<file path="src/common/baser_rx_pkg.sv">
// sync headers, block types, ethernet and crc constants, decoder word, stream and status structs
`default_nettype none

package baser_rx_pkg;

    // 64b/66b sync header, first word of each block only
    typedef enum logic [1:0] {
        SYNC_DATA = 2'b10,
        SYNC_CTRL = 2'b01
    } sync_hdr_t;

    // block type field, byte 0 of a control block
    typedef enum logic [7:0] {
        BLOCK_TYPE_CTRL     = 8'h1e,
        BLOCK_TYPE_OS_4     = 8'h2d,
        BLOCK_TYPE_START_4  = 8'h33,
        BLOCK_TYPE_OS_START = 8'h66,
        BLOCK_TYPE_OS_04    = 8'h55,
        BLOCK_TYPE_START_0  = 8'h78,
        BLOCK_TYPE_OS_0     = 8'h4b,
        BLOCK_TYPE_TERM_0   = 8'h87,
        BLOCK_TYPE_TERM_1   = 8'h99,
        BLOCK_TYPE_TERM_2   = 8'haa,
        BLOCK_TYPE_TERM_3   = 8'hb4,
        BLOCK_TYPE_TERM_4   = 8'hcc,
        BLOCK_TYPE_TERM_5   = 8'hd2,
        BLOCK_TYPE_TERM_6   = 8'he1,
        BLOCK_TYPE_TERM_7   = 8'hff
    } block_type_t;

    localparam logic [7:0] ETH_PRE = 8'h55;
    localparam logic [7:0] ETH_SFD = 8'hd5;

    // normal form, the checker reflects it
    localparam logic [31:0] CRC_POLY = 32'h04c11db7;

    // state after a good FCS, zero padded to the word
    // index is the byte count of the final word minus one
    localparam logic [3:0][31:0] CRC_RESIDUE = {
        ~32'h2144df1c,
        ~32'hc622f71d,
        ~32'hb1c2a1a3,
        ~32'h9d6cdf7e
    };

    // one aligned word out of the block decoder
    typedef struct packed {
        logic [31:0] data;
        logic        start;
        logic        term_present;
        // terminate in lane 0, no frame bytes in this word
        logic        term_first;
        logic [1:0]  term_lane;
        logic        framing_error;
    } dec_word_t;

    typedef struct packed {
        logic [31:0] tdata;
        logic [3:0]  tkeep;
        logic        tvalid;
        logic        tlast;
        logic        tuser;
    } axis_rx_t;

    // single-cycle per-frame report
    typedef struct packed {
        logic [15:0] pkt_len;
        logic        pkt_good;
        logic        pkt_bad;
        logic        err_bad_fcs;
        logic        err_oversize;
        logic        err_framing;
        logic        err_preamble;
    } rx_stat_t;

endpackage

`default_nettype wire
</file>
<file path="src/rtl/rx_baser_32.sv">
// 10GBASE-R 32-bit receive top level with block decoder, crc checker and frame controller
`timescale 1ns/10ps
`default_nettype none

module rx_baser_32 (
    input  wire logic                      clk,
    input  wire logic                      reset_crc,

    // encoded input, header valid marks the first word of a block
    input  wire logic [31:0]               encoded_rx_data,
    input  wire baser_rx_pkg::sync_hdr_t   encoded_rx_hdr,
    input  wire logic                      encoded_rx_hdr_valid,

    input  wire logic [15:0]               cfg_rx_max_pkt_len,
    input  wire logic                      cfg_rx_enable,

    output wire baser_rx_pkg::axis_rx_t    m_axis_rx,
    output wire baser_rx_pkg::rx_stat_t    rx_stat
);

    wire baser_rx_pkg::dec_word_t dec_word;
    wire logic                    crc_clear;
    wire logic [3:0]              crc_match;

    baser_block_decoder u_decoder (
        .clk                  (clk),
        .reset_crc            (reset_crc),
        .encoded_rx_data      (encoded_rx_data),
        .encoded_rx_hdr       (encoded_rx_hdr),
        .encoded_rx_hdr_valid (encoded_rx_hdr_valid),
        .dec_word             (dec_word)
    );

    // crc runs on the decoder output, two words ahead of the frame fsm
    eth_crc32_check u_crc (
        .clk       (clk),
        .reset_crc (reset_crc),
        .data      (dec_word.data),
        .crc_clear (crc_clear),
        .crc_match (crc_match)
    );

    rx_frame_ctrl u_frame (
        .clk                (clk),
        .reset_crc          (reset_crc),
        .dec_word           (dec_word),
        .crc_match          (crc_match),
        .cfg_rx_max_pkt_len (cfg_rx_max_pkt_len),
        .cfg_rx_enable      (cfg_rx_enable),
        .crc_clear          (crc_clear),
        .m_axis_rx          (m_axis_rx),
        .rx_stat            (rx_stat)
    );

endmodule

`default_nettype wire

</file>
<file path="src/frame/rx_frame_ctrl.sv">
// receive frame fsm with delay line, length limit, output stream and status record
`timescale 1ns/10ps
`default_nettype none

module rx_frame_ctrl (
    input  wire logic                      clk,
    input  wire logic                      reset_crc,
    input  wire baser_rx_pkg::dec_word_t   dec_word,
    input  wire logic [3:0]                crc_match,
    input  wire logic [15:0]               cfg_rx_max_pkt_len,
    input  wire logic                      cfg_rx_enable,
    output logic                           crc_clear,
    output baser_rx_pkg::axis_rx_t         m_axis_rx,
    output baser_rx_pkg::rx_stat_t         rx_stat
);

    typedef enum logic [1:0] {
        ST_IDLE,
        ST_PREAMBLE,
        ST_PAYLOAD,
        ST_LAST
    } state_t;

    state_t                  state_reg, state_next;

    // d2 is the word on its way out, d1 is the one behind it
    baser_rx_pkg::dec_word_t dec_d1, dec_d2;
    // lines up with d2
    logic [3:0]              crc_match_d;

    logic                    pre_ok_reg, pre_ok_next;
    logic                    oversize_reg, oversize_next;
    logic [15:0]             frame_len_reg, frame_len_next;
    // full words still allowed, then bytes allowed in the last one
    logic [13:0]             lim_cyc_reg, lim_cyc_next;
    logic [1:0]              lim_last_reg, lim_last_next;

    logic                    frame_end;
    logic                    end_fcs_ok;
    logic                    end_framing;

    baser_rx_pkg::axis_rx_t  axis_next;
    baser_rx_pkg::rx_stat_t  stat_next;

    function automatic logic [15:0] len_add(input logic [15:0] len, input logic [2:0] inc);
        logic [16:0] sum;
        sum = {1'b0, len} + {14'd0, inc};
        return sum[16] ? 16'hffff : sum[15:0];
    endfunction

    // crc restarts whenever no frame is in progress
    assign crc_clear = state_next == ST_IDLE;

    always_comb begin
        state_next = state_reg;
        pre_ok_next = pre_ok_reg;
        oversize_next = oversize_reg;
        frame_len_next = frame_len_reg;
        lim_cyc_next = lim_cyc_reg;
        lim_last_next = lim_last_reg;

        frame_end = 1'b0;
        end_fcs_ok = 1'b1;
        end_framing = 1'b0;

        axis_next = '0;
        axis_next.tdata = dec_d2.data;
        stat_next = '0;

        case (state_reg)
            ST_IDLE: begin
                oversize_next = 1'b0;
                {lim_cyc_next, lim_last_next} = cfg_rx_max_pkt_len;
                // byte 0 holds the block type or a control byte
                pre_ok_next = dec_d2.data[31:8] == {3{baser_rx_pkg::ETH_PRE}};
                if (dec_d2.start && cfg_rx_enable) begin
                    if (dec_d2.framing_error) begin
                        stat_next.err_framing = 1'b1;
                    end else begin
                        state_next = ST_PREAMBLE;
                    end
                end
            end
            ST_PREAMBLE: begin
                frame_len_next = 16'd0;
                pre_ok_next = pre_ok_reg &&
                    dec_d2.data == {baser_rx_pkg::ETH_SFD, {3{baser_rx_pkg::ETH_PRE}}};
                if (dec_d2.framing_error) begin
                    stat_next.err_framing = 1'b1;
                    state_next = ST_IDLE;
                end else begin
                    state_next = ST_PAYLOAD;
                end
            end
            ST_PAYLOAD: begin
                axis_next.tkeep = 4'hf;
                axis_next.tvalid = 1'b1;
                frame_len_next = len_add(frame_len_reg, 3'd4);
                if (lim_cyc_reg == 14'd0) begin
                    oversize_next = 1'b1;
                end else begin
                    lim_cyc_next = lim_cyc_reg - 14'd1;
                end

                // look one word ahead so d2 can carry tlast
                if (dec_d1.framing_error) begin
                    frame_end = 1'b1;
                    end_framing = 1'b1;
                    state_next = ST_IDLE;
                end else if (dec_d1.term_present && dec_d1.term_first) begin
                    frame_end = 1'b1;
                    end_fcs_ok = crc_match_d[3];
                    state_next = ST_IDLE;
                end else if (dec_d1.term_present) begin
                    state_next = ST_LAST;
                end
            end
            ST_LAST: begin
                axis_next.tkeep = ~(4'hf << dec_d2.term_lane);
                axis_next.tvalid = 1'b1;
                frame_len_next = len_add(frame_len_reg, {1'b0, dec_d2.term_lane});
                if (lim_cyc_reg == 14'd0 && dec_d2.term_lane > lim_last_reg) begin
                    oversize_next = 1'b1;
                end
                frame_end = 1'b1;
                end_fcs_ok = crc_match_d[dec_d2.term_lane - 2'd1];
                state_next = ST_IDLE;
            end
            default: begin
                state_next = ST_IDLE;
            end
        endcase

        if (frame_end) begin
            axis_next.tlast = 1'b1;
            axis_next.tuser = end_framing || !end_fcs_ok || oversize_next;
            stat_next.pkt_len = frame_len_next;
            stat_next.pkt_good = !axis_next.tuser;
            stat_next.pkt_bad = axis_next.tuser;
            stat_next.err_bad_fcs = !end_fcs_ok;
            stat_next.err_oversize = oversize_next;
            stat_next.err_framing = end_framing;
            // reported only, a bad preamble does not fail the frame
            stat_next.err_preamble = !pre_ok_reg;
        end
    end

    always_ff @(posedge clk) begin
        dec_d1 <= dec_word;
        dec_d2 <= dec_d1;
        crc_match_d <= crc_match;

        state_reg <= state_next;
        pre_ok_reg <= pre_ok_next;
        oversize_reg <= oversize_next;
        frame_len_reg <= frame_len_next;
        lim_cyc_reg <= lim_cyc_next;
        lim_last_reg <= lim_last_next;

        m_axis_rx <= axis_next;
        rx_stat <= stat_next;

        if (reset_crc) begin
            state_reg <= ST_IDLE;
            dec_d1.start <= 1'b0;
            dec_d2.start <= 1'b0;
            dec_d1.term_present <= 1'b0;
            dec_d2.term_present <= 1'b0;
            m_axis_rx.tvalid <= 1'b0;
            rx_stat <= '0;
        end
    end

endmodule

`default_nettype wire

</file>
<file path="src/rtl/eth_crc32_check.sv">
// ethernet crc-32 word update and registered residue match per final lane count
`timescale 1ns/10ps
`default_nettype none

module eth_crc32_check (
    input  wire logic        clk,
    input  wire logic        reset_crc,
    input  wire logic [31:0] data,
    input  wire logic        crc_clear,
    output logic [3:0]       crc_match
);

    function automatic logic [31:0] reflect(input logic [31:0] value);
        logic [31:0] result;
        for (int i = 0; i < 32; i++) begin
            result[i] = value[31-i];
        end
        return result;
    endfunction

    localparam logic [31:0] POLY_REFL = reflect(baser_rx_pkg::CRC_POLY);

    // byte 0 goes in first, lsb first within each byte
    function automatic logic [31:0] crc_word(input logic [31:0] state, input logic [31:0] word);
        logic [31:0] s;
        s = state ^ word;
        for (int i = 0; i < 32; i++) begin
            s = s[0] ? ((s >> 1) ^ POLY_REFL) : (s >> 1);
        end
        return s;
    endfunction

    logic [31:0] crc_state;
    logic [31:0] crc_next;

    assign crc_next = crc_word(crc_state, data);

    always_ff @(posedge clk) begin
        if (crc_clear) begin
            crc_state <= '1;
        end else begin
            crc_state <= crc_next;
        end

        // match bits cover the word just absorbed
        for (int k = 0; k < 4; k++) begin
            crc_match[k] <= crc_next == baser_rx_pkg::CRC_RESIDUE[k];
        end

        if (reset_crc) begin
            crc_state <= '1;
            crc_match <= 4'd0;
        end
    end

endmodule

`default_nettype wire

</file>
<file path="src/rtl/baser_block_decoder.sv">
// block decoder with input registers, type decode, terminate alignment, start and framing flags
`timescale 1ns/10ps
`default_nettype none

module baser_block_decoder (
    input  wire logic                      clk,
    input  wire logic                      reset_crc,
    input  wire logic [31:0]               encoded_rx_data,
    input  wire baser_rx_pkg::sync_hdr_t   encoded_rx_hdr,
    input  wire logic                      encoded_rx_hdr_valid,
    output baser_rx_pkg::dec_word_t        dec_word
);

    logic [31:0]             in_data_reg;
    baser_rx_pkg::sync_hdr_t in_hdr_reg;
    logic                    in_hdr_valid_reg;

    // frame currently open on the line
    logic                    frame_open;

    // flags for the second word of the current block
    logic                    start_alt;
    logic                    term_alt;
    logic                    term_first_alt;
    logic [1:0]              term_lane_alt;

    logic [3:0]              blk_nib;

    function automatic logic [3:0] type_nib(input logic [7:0] bt);
        return bt[7:4];
    endfunction

    // keep the bytes ahead of the terminate, they sit from byte 1 up
    function automatic logic [31:0] pad_term(input logic [31:0] word, input logic [1:0] lanes);
        case (lanes)
            2'd1: return {24'd0, word[15:8]};
            2'd2: return {16'd0, word[23:8]};
            2'd3: return {8'd0, word[31:8]};
            default: return word;
        endcase
    endfunction

    assign blk_nib = in_data_reg[7:4];

    always_ff @(posedge clk) begin
        in_data_reg <= encoded_rx_data;
        in_hdr_reg <= encoded_rx_hdr;
        in_hdr_valid_reg <= encoded_rx_hdr_valid;

        dec_word.data <= in_data_reg;
        dec_word.start <= start_alt;
        dec_word.term_present <= term_alt;
        dec_word.term_first <= term_first_alt;
        dec_word.term_lane <= term_lane_alt;

        start_alt <= 1'b0;
        term_alt <= 1'b0;
        term_first_alt <= 1'b0;
        term_lane_alt <= 2'd0;

        if (in_hdr_valid_reg) begin
            if (in_hdr_reg != baser_rx_pkg::SYNC_CTRL) begin
                dec_word.framing_error <= !frame_open;
            end else begin
                case (blk_nib)
                    type_nib(baser_rx_pkg::BLOCK_TYPE_START_0): begin
                        dec_word.start <= 1'b1;
                        dec_word.framing_error <= frame_open;
                        frame_open <= 1'b1;
                    end
                    type_nib(baser_rx_pkg::BLOCK_TYPE_START_4),
                    type_nib(baser_rx_pkg::BLOCK_TYPE_OS_START): begin
                        start_alt <= 1'b1;
                        dec_word.framing_error <= frame_open;
                        frame_open <= 1'b1;
                    end
                    type_nib(baser_rx_pkg::BLOCK_TYPE_TERM_0),
                    type_nib(baser_rx_pkg::BLOCK_TYPE_TERM_1),
                    type_nib(baser_rx_pkg::BLOCK_TYPE_TERM_2),
                    type_nib(baser_rx_pkg::BLOCK_TYPE_TERM_3): begin
                        dec_word.data <= pad_term(in_data_reg, blk_nib[1:0]);
                        dec_word.term_present <= 1'b1;
                        dec_word.term_first <= blk_nib[1:0] == 2'd0;
                        dec_word.term_lane <= blk_nib[1:0];
                        dec_word.framing_error <= 1'b0;
                        frame_open <= 1'b0;
                    end
                    type_nib(baser_rx_pkg::BLOCK_TYPE_TERM_4),
                    type_nib(baser_rx_pkg::BLOCK_TYPE_TERM_5),
                    type_nib(baser_rx_pkg::BLOCK_TYPE_TERM_6),
                    type_nib(baser_rx_pkg::BLOCK_TYPE_TERM_7): begin
                        // D3 comes from lane 4, the low byte of the next word
                        dec_word.data <= {encoded_rx_data[7:0], in_data_reg[31:8]};
                        term_alt <= 1'b1;
                        term_first_alt <= blk_nib[1:0] == 2'd0;
                        term_lane_alt <= blk_nib[1:0];
                        dec_word.framing_error <= 1'b0;
                        frame_open <= 1'b0;
                    end
                    default: begin
                        // idle, ordered sets and unknown types
                        dec_word.framing_error <= frame_open;
                        frame_open <= 1'b0;
                    end
                endcase
            end
        end else begin
            // term_lane_alt is zero unless a late terminate is pending
            dec_word.data <= pad_term(in_data_reg, term_lane_alt);
        end

        if (reset_crc) begin
            in_hdr_valid_reg <= 1'b0;
            frame_open <= 1'b0;
            start_alt <= 1'b0;
            term_alt <= 1'b0;
            term_first_alt <= 1'b0;
            term_lane_alt <= 2'd0;
            dec_word.start <= 1'b0;
            dec_word.term_present <= 1'b0;
            dec_word.term_first <= 1'b0;
            dec_word.term_lane <= 2'd0;
            dec_word.framing_error <= 1'b0;
        end
    end

endmodule

`default_nettype wire

</file>
<file path="config.mk">
export PLATFORM = sky130hd
export DESIGN_NAME = rx_baser_32
export DESIGN_NICKNAME = d
export VERILOG_FILES = /design/src/common/baser_rx_pkg.sv /design/src/rtl/rx_baser_32.sv /design/src/frame/rx_frame_ctrl.sv /design/src/rtl/eth_crc32_check.sv /design/src/rtl/baser_block_decoder.sv
export SDC_FILE = /design/constraint.sdc
export NUM_CORES = 1
export LEC_CHECK = 0
export BUFFER_PORTS_ARGS = -buffer_cell sky130_fd_sc_hd__buf_2
export CAP_MARGIN = 20
export CORE_ASPECT_RATIO = 2
export CORE_MARGIN = 2
export CORE_UTILIZATION = 50
export DETAILED_ROUTE_END_ITERATION = 7
export GPL_ROUTABILITY_DRIVEN = 0
export GPL_TIMING_DRIVEN = 0
export PLACE_DENSITY = 0.75
export SETUP_SLACK_MARGIN = 0.02
export SLEW_MARGIN = 15
export SYNTH_ARGS = -nofsm -noshare
export SYNTH_HDL_FRONTEND = slang
export SYNTH_SLANG_ARGS = --single-unit
export TNS_END_PERCENT = 5
</file>
<file path="constraint.sdc">
create_clock -name clk -period 8.33 [get_ports clk]
set_input_delay 0.833 -clock clk [delete_from_list [all_inputs] [get_ports clk]]
set_output_delay 0.833 -clock clk [all_outputs]
set_load 0.02 [all_outputs]
</file>
[Word level (Yosys, flattened, before mapping)]
Index checks and enable logic that the tools add are counted.
Word-level totals
  register bits after elaboration: 290
  input port bits: 54
  logic and storage cells: 222
Cells by class
  add/sub/neg operators: 4
  $lt $le $gt $ge: 2
  equal/unequal tests: 28
  shift-type cells: 1
  multiplexer cells: 77
  bitwise gates (word level): 38
  reduce and logical (&&, ||, !) cells: 27
Operators by type and width (number)
  32-bit two-way mux: 33
  13-bit inverter with 14-bit output: 32
  32-bit case mux with 3 select lines: 2
  32-bit by 31-bit == test with 1-bit output (second input constant): 2
  32-bit == test (second input constant): 2
  32-bit case mux with 2 select lines: 1
  16-bit case mux with 3 select lines: 1
  37-bit two-way mux: 1
  32-bit by 30-bit == test with 1-bit output (second input constant): 1
  4-bit == test (second input constant): 8
  16-bit two-way mux: 2
  32-bit XOR: 1
  14-bit case mux with 2 select lines: 1
  24-bit by 23-bit == test with 1-bit output (second input constant): 1
  16-bit by 2-bit adder with 17-bit output: 1
  16-bit by 3-bit adder with 17-bit output (second input constant): 1
  1-bit two-way mux: 17
  2-bit two-way mux: 8
  14-bit logical NOT: 1
  14-bit two-way mux: 1
  14-bit by 1-bit subtractor with 14-bit output (second input constant): 1
  2-bit == test (second input constant): 6
  4-bit OR reduction: 3
  5-bit case mux with 2 select lines: 1
  26 further kinds: 49

[Depth between registers and ports, before layout]
  word-level depth: 66
  gate-level depth with buffers: 11
  gate-level depth less buffers: 11

[Cells and area by module]
From an unflattened synthesis, not the netlist that was laid out.
Second synthesis, totals
  cell total of the unflattened synthesis: 1118
  area total of the unflattened synthesis: 13008.7 µm²
Modules (own cells, without submodules)
  rx_frame_ctrl: times used 1, cells each 487, area each 5524.0 µm², sequential area each 3673.5 µm²
  eth_crc32_check: times used 1, cells each 393, area each 4804.6 µm², sequential area each 720.7 µm²
  baser_block_decoder: times used 1, cells each 238, area each 2680.1 µm², sequential area each 1581.5 µm²

[Worst setup path after synthesis]
No wires, ideal clock.
  path kind: register -> register
  start point: reg, netlist name u_decoder.dec_word[18]
  end point: reg u_crc.crc_match[1]
  library setup time: 0.088 ns
  data arrival time: 3.806 ns
  setup slack: 4.436 ns
  stages on the path, launching flop included: 11
  period minus slack after synthesis: 3.894 ns
  path through: dfxtp_1 xor2_1 xnor3_1 xor3_1 xnor2_1 xnor3_2 xor2_2 xor2_2 xnor2_1 or4_4 nor4_2
On the way
  cells in the longest elaborated chain, start to end: 47
Ends and longest elaborated chain
  32-bit XOR *: RTL line eth_crc32_check.sv:26  | s = state ^ word;
  32-bit two-way mux * (2 in series): RTL line eth_crc32_check.sv:28  | s = s[0] ? ((s >> 1) ^ POLY_REFL) : (s >> 1);
  13-bit inverter with 14-bit output (no line)
  32-bit two-way mux *: RTL line eth_crc32_check.sv:28
  13-bit inverter with 14-bit output (no line)
  32-bit two-way mux * (3 in series): RTL line eth_crc32_check.sv:28
  13-bit inverter with 14-bit output (no line)
  32-bit two-way mux * (7 in series): RTL line eth_crc32_check.sv:28
  [16 not listed]
  32-bit two-way mux *: RTL line eth_crc32_check.sv:28
  13-bit inverter with 14-bit output (no line)
  32-bit two-way mux *: RTL line eth_crc32_check.sv:28
  13-bit inverter with 14-bit output (no line)
  32-bit two-way mux * (4 in series): RTL line eth_crc32_check.sv:28
  13-bit inverter with 14-bit output (no line)
  32-bit two-way mux * (4 in series): RTL line eth_crc32_check.sv:28
  32-bit by 31-bit == test with 1-bit output *: RTL line eth_crc32_check.sv:47  | crc_match[k] <= crc_next == baser_rx_pkg::CRC_RESIDUE[k];
  to (signal, indexed assignment): RTL line eth_crc32_check.sv:47
  to (decl): RTL line eth_crc32_check.sv:10  | output logic [3:0] crc_match
Every way passes the cells marked *; elsewhere a longest branch is shown, timed or not.
A chain may end at the register's enable or synchronous reset.

[Final worst setup path]
  start point: reg, netlist name u_decoder.dec_word[18]
  end point: reg u_crc.crc_match[1]
On the way
  cells in the longest elaborated chain, start to end: 47
Ends and longest elaborated chain (RTL line)
  32-bit XOR *: eth_crc32_check.sv:26
  32-bit two-way mux * (2 in series): eth_crc32_check.sv:28
  13-bit inverter with 14-bit output (no line)
  32-bit two-way mux *: eth_crc32_check.sv:28
  13-bit inverter with 14-bit output (no line)
  32-bit two-way mux * (3 in series): eth_crc32_check.sv:28
  13-bit inverter with 14-bit output (no line)
  32-bit two-way mux * (7 in series): eth_crc32_check.sv:28
  [16 not listed]
  32-bit two-way mux *: eth_crc32_check.sv:28
  13-bit inverter with 14-bit output (no line)
  32-bit two-way mux *: eth_crc32_check.sv:28
  13-bit inverter with 14-bit output (no line)
  32-bit two-way mux * (4 in series): eth_crc32_check.sv:28
  13-bit inverter with 14-bit output (no line)
  32-bit two-way mux * (4 in series): eth_crc32_check.sv:28
  32-bit by 31-bit == test with 1-bit output *: eth_crc32_check.sv:47
Marks and branches as above.

==> metrics.txt <==
status complete, no violations; setup TNS 0 ns; HPWL after DPL 21780 um; Layout area overhead 14.66%; Clk pin slew, worst setup/hold paths 0.07 ns; Routed Antenna Nets 0; EDFF count, synth 17; Rows 81; clk sink count 290; Layout Utilization 57.95%; GRT Resource Usage Total 22.12%; Final Max Slew Viols 0; worst-margin pin slew 0.8875 ns; vias per cell 5.385; area of the multi-input gates 6100 um2; DR WL met2 14010 um; min cycle time layout 4.817 ns; TritonCTS clock tree built; Bufs on Longest Clock Path 3; Critical Path Start Type flip-flop; Top Metal Used met4; FF-to-FF path depth 10; fillers 1915; drt wl/cell 19.54 um; Clock Skew 0.01103 ns; Starting Density 50.54%; post-CTS resize count 0; initial antenna violation count 0; cell count after synthesis 1015; Finished Cell Area 14040 um2; CTS Root Cell clkbuf_16; Syn Nets 1078; Residual DRC 0; maximum number of pins on one net before global-route repair 17; Final Worst Setup Slack 3.513 ns; Seq/Total Area, Yosys 48.81%; Hold Path Depth 0; pre-CTS setup slack 3.573 ns; Setup CP Type flip-flop to flip-flop; # setup viols final 0; reg2reg setup slack 3.51 ns; drt total wl 28570 um; Top Registers u_frame.m_axis_rx (39), u_decoder.dec_word (38), u_frame.dec_d1 (38); Worst Path Required 8.72 ns; Synth cell types 65; Initial DRC Count 693; Avg Cell Area, Syn 12.06 um2; number of flip-flops in the largest register 39; mapped cell area 12240 um2; vias in the first global route 7930; antenna diode count 0; Final nets 1218; io pins 115; Vias 7873; number of iterations in the first detailed-routing pass 5; DIE HEIGHT 225.3 um; met3 wire len 1806 um; Hold Violations, Final 0; Clk Latency, worst-skew pair 0.52 ns; Reg area 5976 um2; area post-placement 13170 um2; slew margin rel. 40.41%; Peak Freq 207.6 MHz; Die ar. 25830 um2; Post-CTS Setup Inserts 0; Hold Buf Count CTS 0; CTS buffer count 25; ys async rst share 0%; Port Buf Inserts 113; Tcrit/Tclk final 57.83%; max cap viols 0; #FFs+latches synth 290; gr ovfl total 0; first-pass GRT wire length 43790 um; core area 24220 um2; unrepaired setup endpoints after global routing false; critical path capture point type flip-flop; Worst Path Max Fanout 8; layout cells sized above 1 17.15%; Die Width 114.6 um; met1 wire length 11820 um; WP data arrival 5.21 ns; ys flop type dfxtp_1; Synth Warn # 0; Biggest register u_frame.m_axis_rx; H-tree Lvls 1; Hold Path Class flip-flop to flip-flop
-- per-stage QoR --
step	hold slack, ns	instances
2_1_floorplan	0.3096	1015
3_3_place_gp	0.3106	1418
3_5_place_dp	0.3121	1418
4_1_cts	0.3236	1462
5_1_grt	0.3305	1462
6_report	0.3239	1462
-- path summary, 6_finish.rpt --
path	startpoint	endpoint
setup / recovery	u_decoder.dec_word[18]	u_crc.crc_match[1]
hold / removal	u_frame.dec_d1[19]	u_frame.axis_next[20]
setup reg to reg	u_decoder.dec_word[18]	u_crc.crc_match[1]
hold reg to reg	u_frame.dec_d1[19]	u_frame.axis_next[20]
-- layout by cell type, fill, tap and decap left out, types with 9 or more instances in the layout --
cell / Yosys / routed
dfxtp_1: 273 / 273
xnor2_1: 131 / 131
buf_2: 0 / 113
nand2_1: 75 / 75
nor2_1: 55 / 54
xnor3_1: 50 / 50
xor2_1: 46 / 46
a21oi_1: 35 / 35
clkbuf_1: 24 / 31
o21ai_0: 29 / 29
clkbuf_16: 0 / 27
a22o_1: 26 / 26
nand2b_1: 19 / 19
inv_1: 17 / 17
edfxtp_1: 17 / 17
nor3_1: 16 / 16
nor2b_1: 16 / 16
nand4_1: 11 / 11
nor4_1: 11 / 11
xor3_1: 11 / 11
nand3_1: 10 / 10
nor3b_1: 9 / 9
xnor2_2: 9 / 9
xnor3_2: 9 / 9
-- per-layer routing --
layer,global-route usage (%),vias up
met4,7.868,0
met1,28.94,3717
met2,37.34,349
li1,-,3747
met3,2.932,60
met5,0,-
-- worst max-delay path, cell delays in order (launching register included) --
cell and delay (ns):
dfxtp_1 0.37, xor2_1 0.46, xnor3_1 0.55, xor3_1 0.43, xnor2_1 0.58, xnor3_2 0.68
xor2_2 0.23, xor2_2 0.26, xnor2_1 0.19, or4_4 0.58, nor4_2 0.36
-- cell usage after synthesis, drive strengths merged, types with 2 or more instances --
cell type	instances	area [um2]
nor3	16	80.08
xnor3	60	1366
o22ai	4	25.02
ha	8	100.1
nand2	75	281.5
xnor2	145	1431
o21ai	29	145.1
or3	3	18.77
nand3	10	50.05
a22oi	2	15.01
nor4bb	6	60.06
nor2b	16	100.1
nor3b	9	67.56
nor4b	3	26.28
xor3	12	286.5
inv	17	63.81
a311oi	2	17.52
nand4b	2	17.52
nor2	55	206.5
buf	3	11.26
and3	7	43.79
dfxtp	273	5465
a31oi	6	37.54
clkbuf	24	90.09
nand4	11	68.82
mux2i	4	40.04
a211oi	5	37.54
or2	5	31.28
nand2b	19	118.9
edfxtp	17	510.5
nor4	13	93.84
xor2	56	588.1
o221ai	2	17.52
a21o	3	22.52
and2	4	25.03
o211ai	2	15.01
a22o	26	227.7
or4	3	26.27
a21oi	35	175.2
mux2	6	67.56
nand3b	3	22.52
-- kinds of logic after synthesis --
kind of cell               after synthesis  synth area share [%]
AOI/OAI and AO/OA                      124                 6.572
xor gates and xnor gates               273                 30.00
adders and majority gates                9                0.9812
buffers and inverters                   45                 1.380
DFF                                    290                 48.81
muxes                                   11                 1.063
and+or+nand+nor                        263                 11.19
-- layout make-up --
class	count	share of cell area, %
tap	290	2.585
buffer	27	0.7221
multi-input combinational	680	43.46
inverter	18	0.4814
sequential	290	42.57
clock buffer	41	5.687
clock inverter	3	0.4635
timing repair buffer	113	4.029
Power is not shown: default switching activity piles up to over one toggle a cycle in this logic, so the estimate is an artifact.
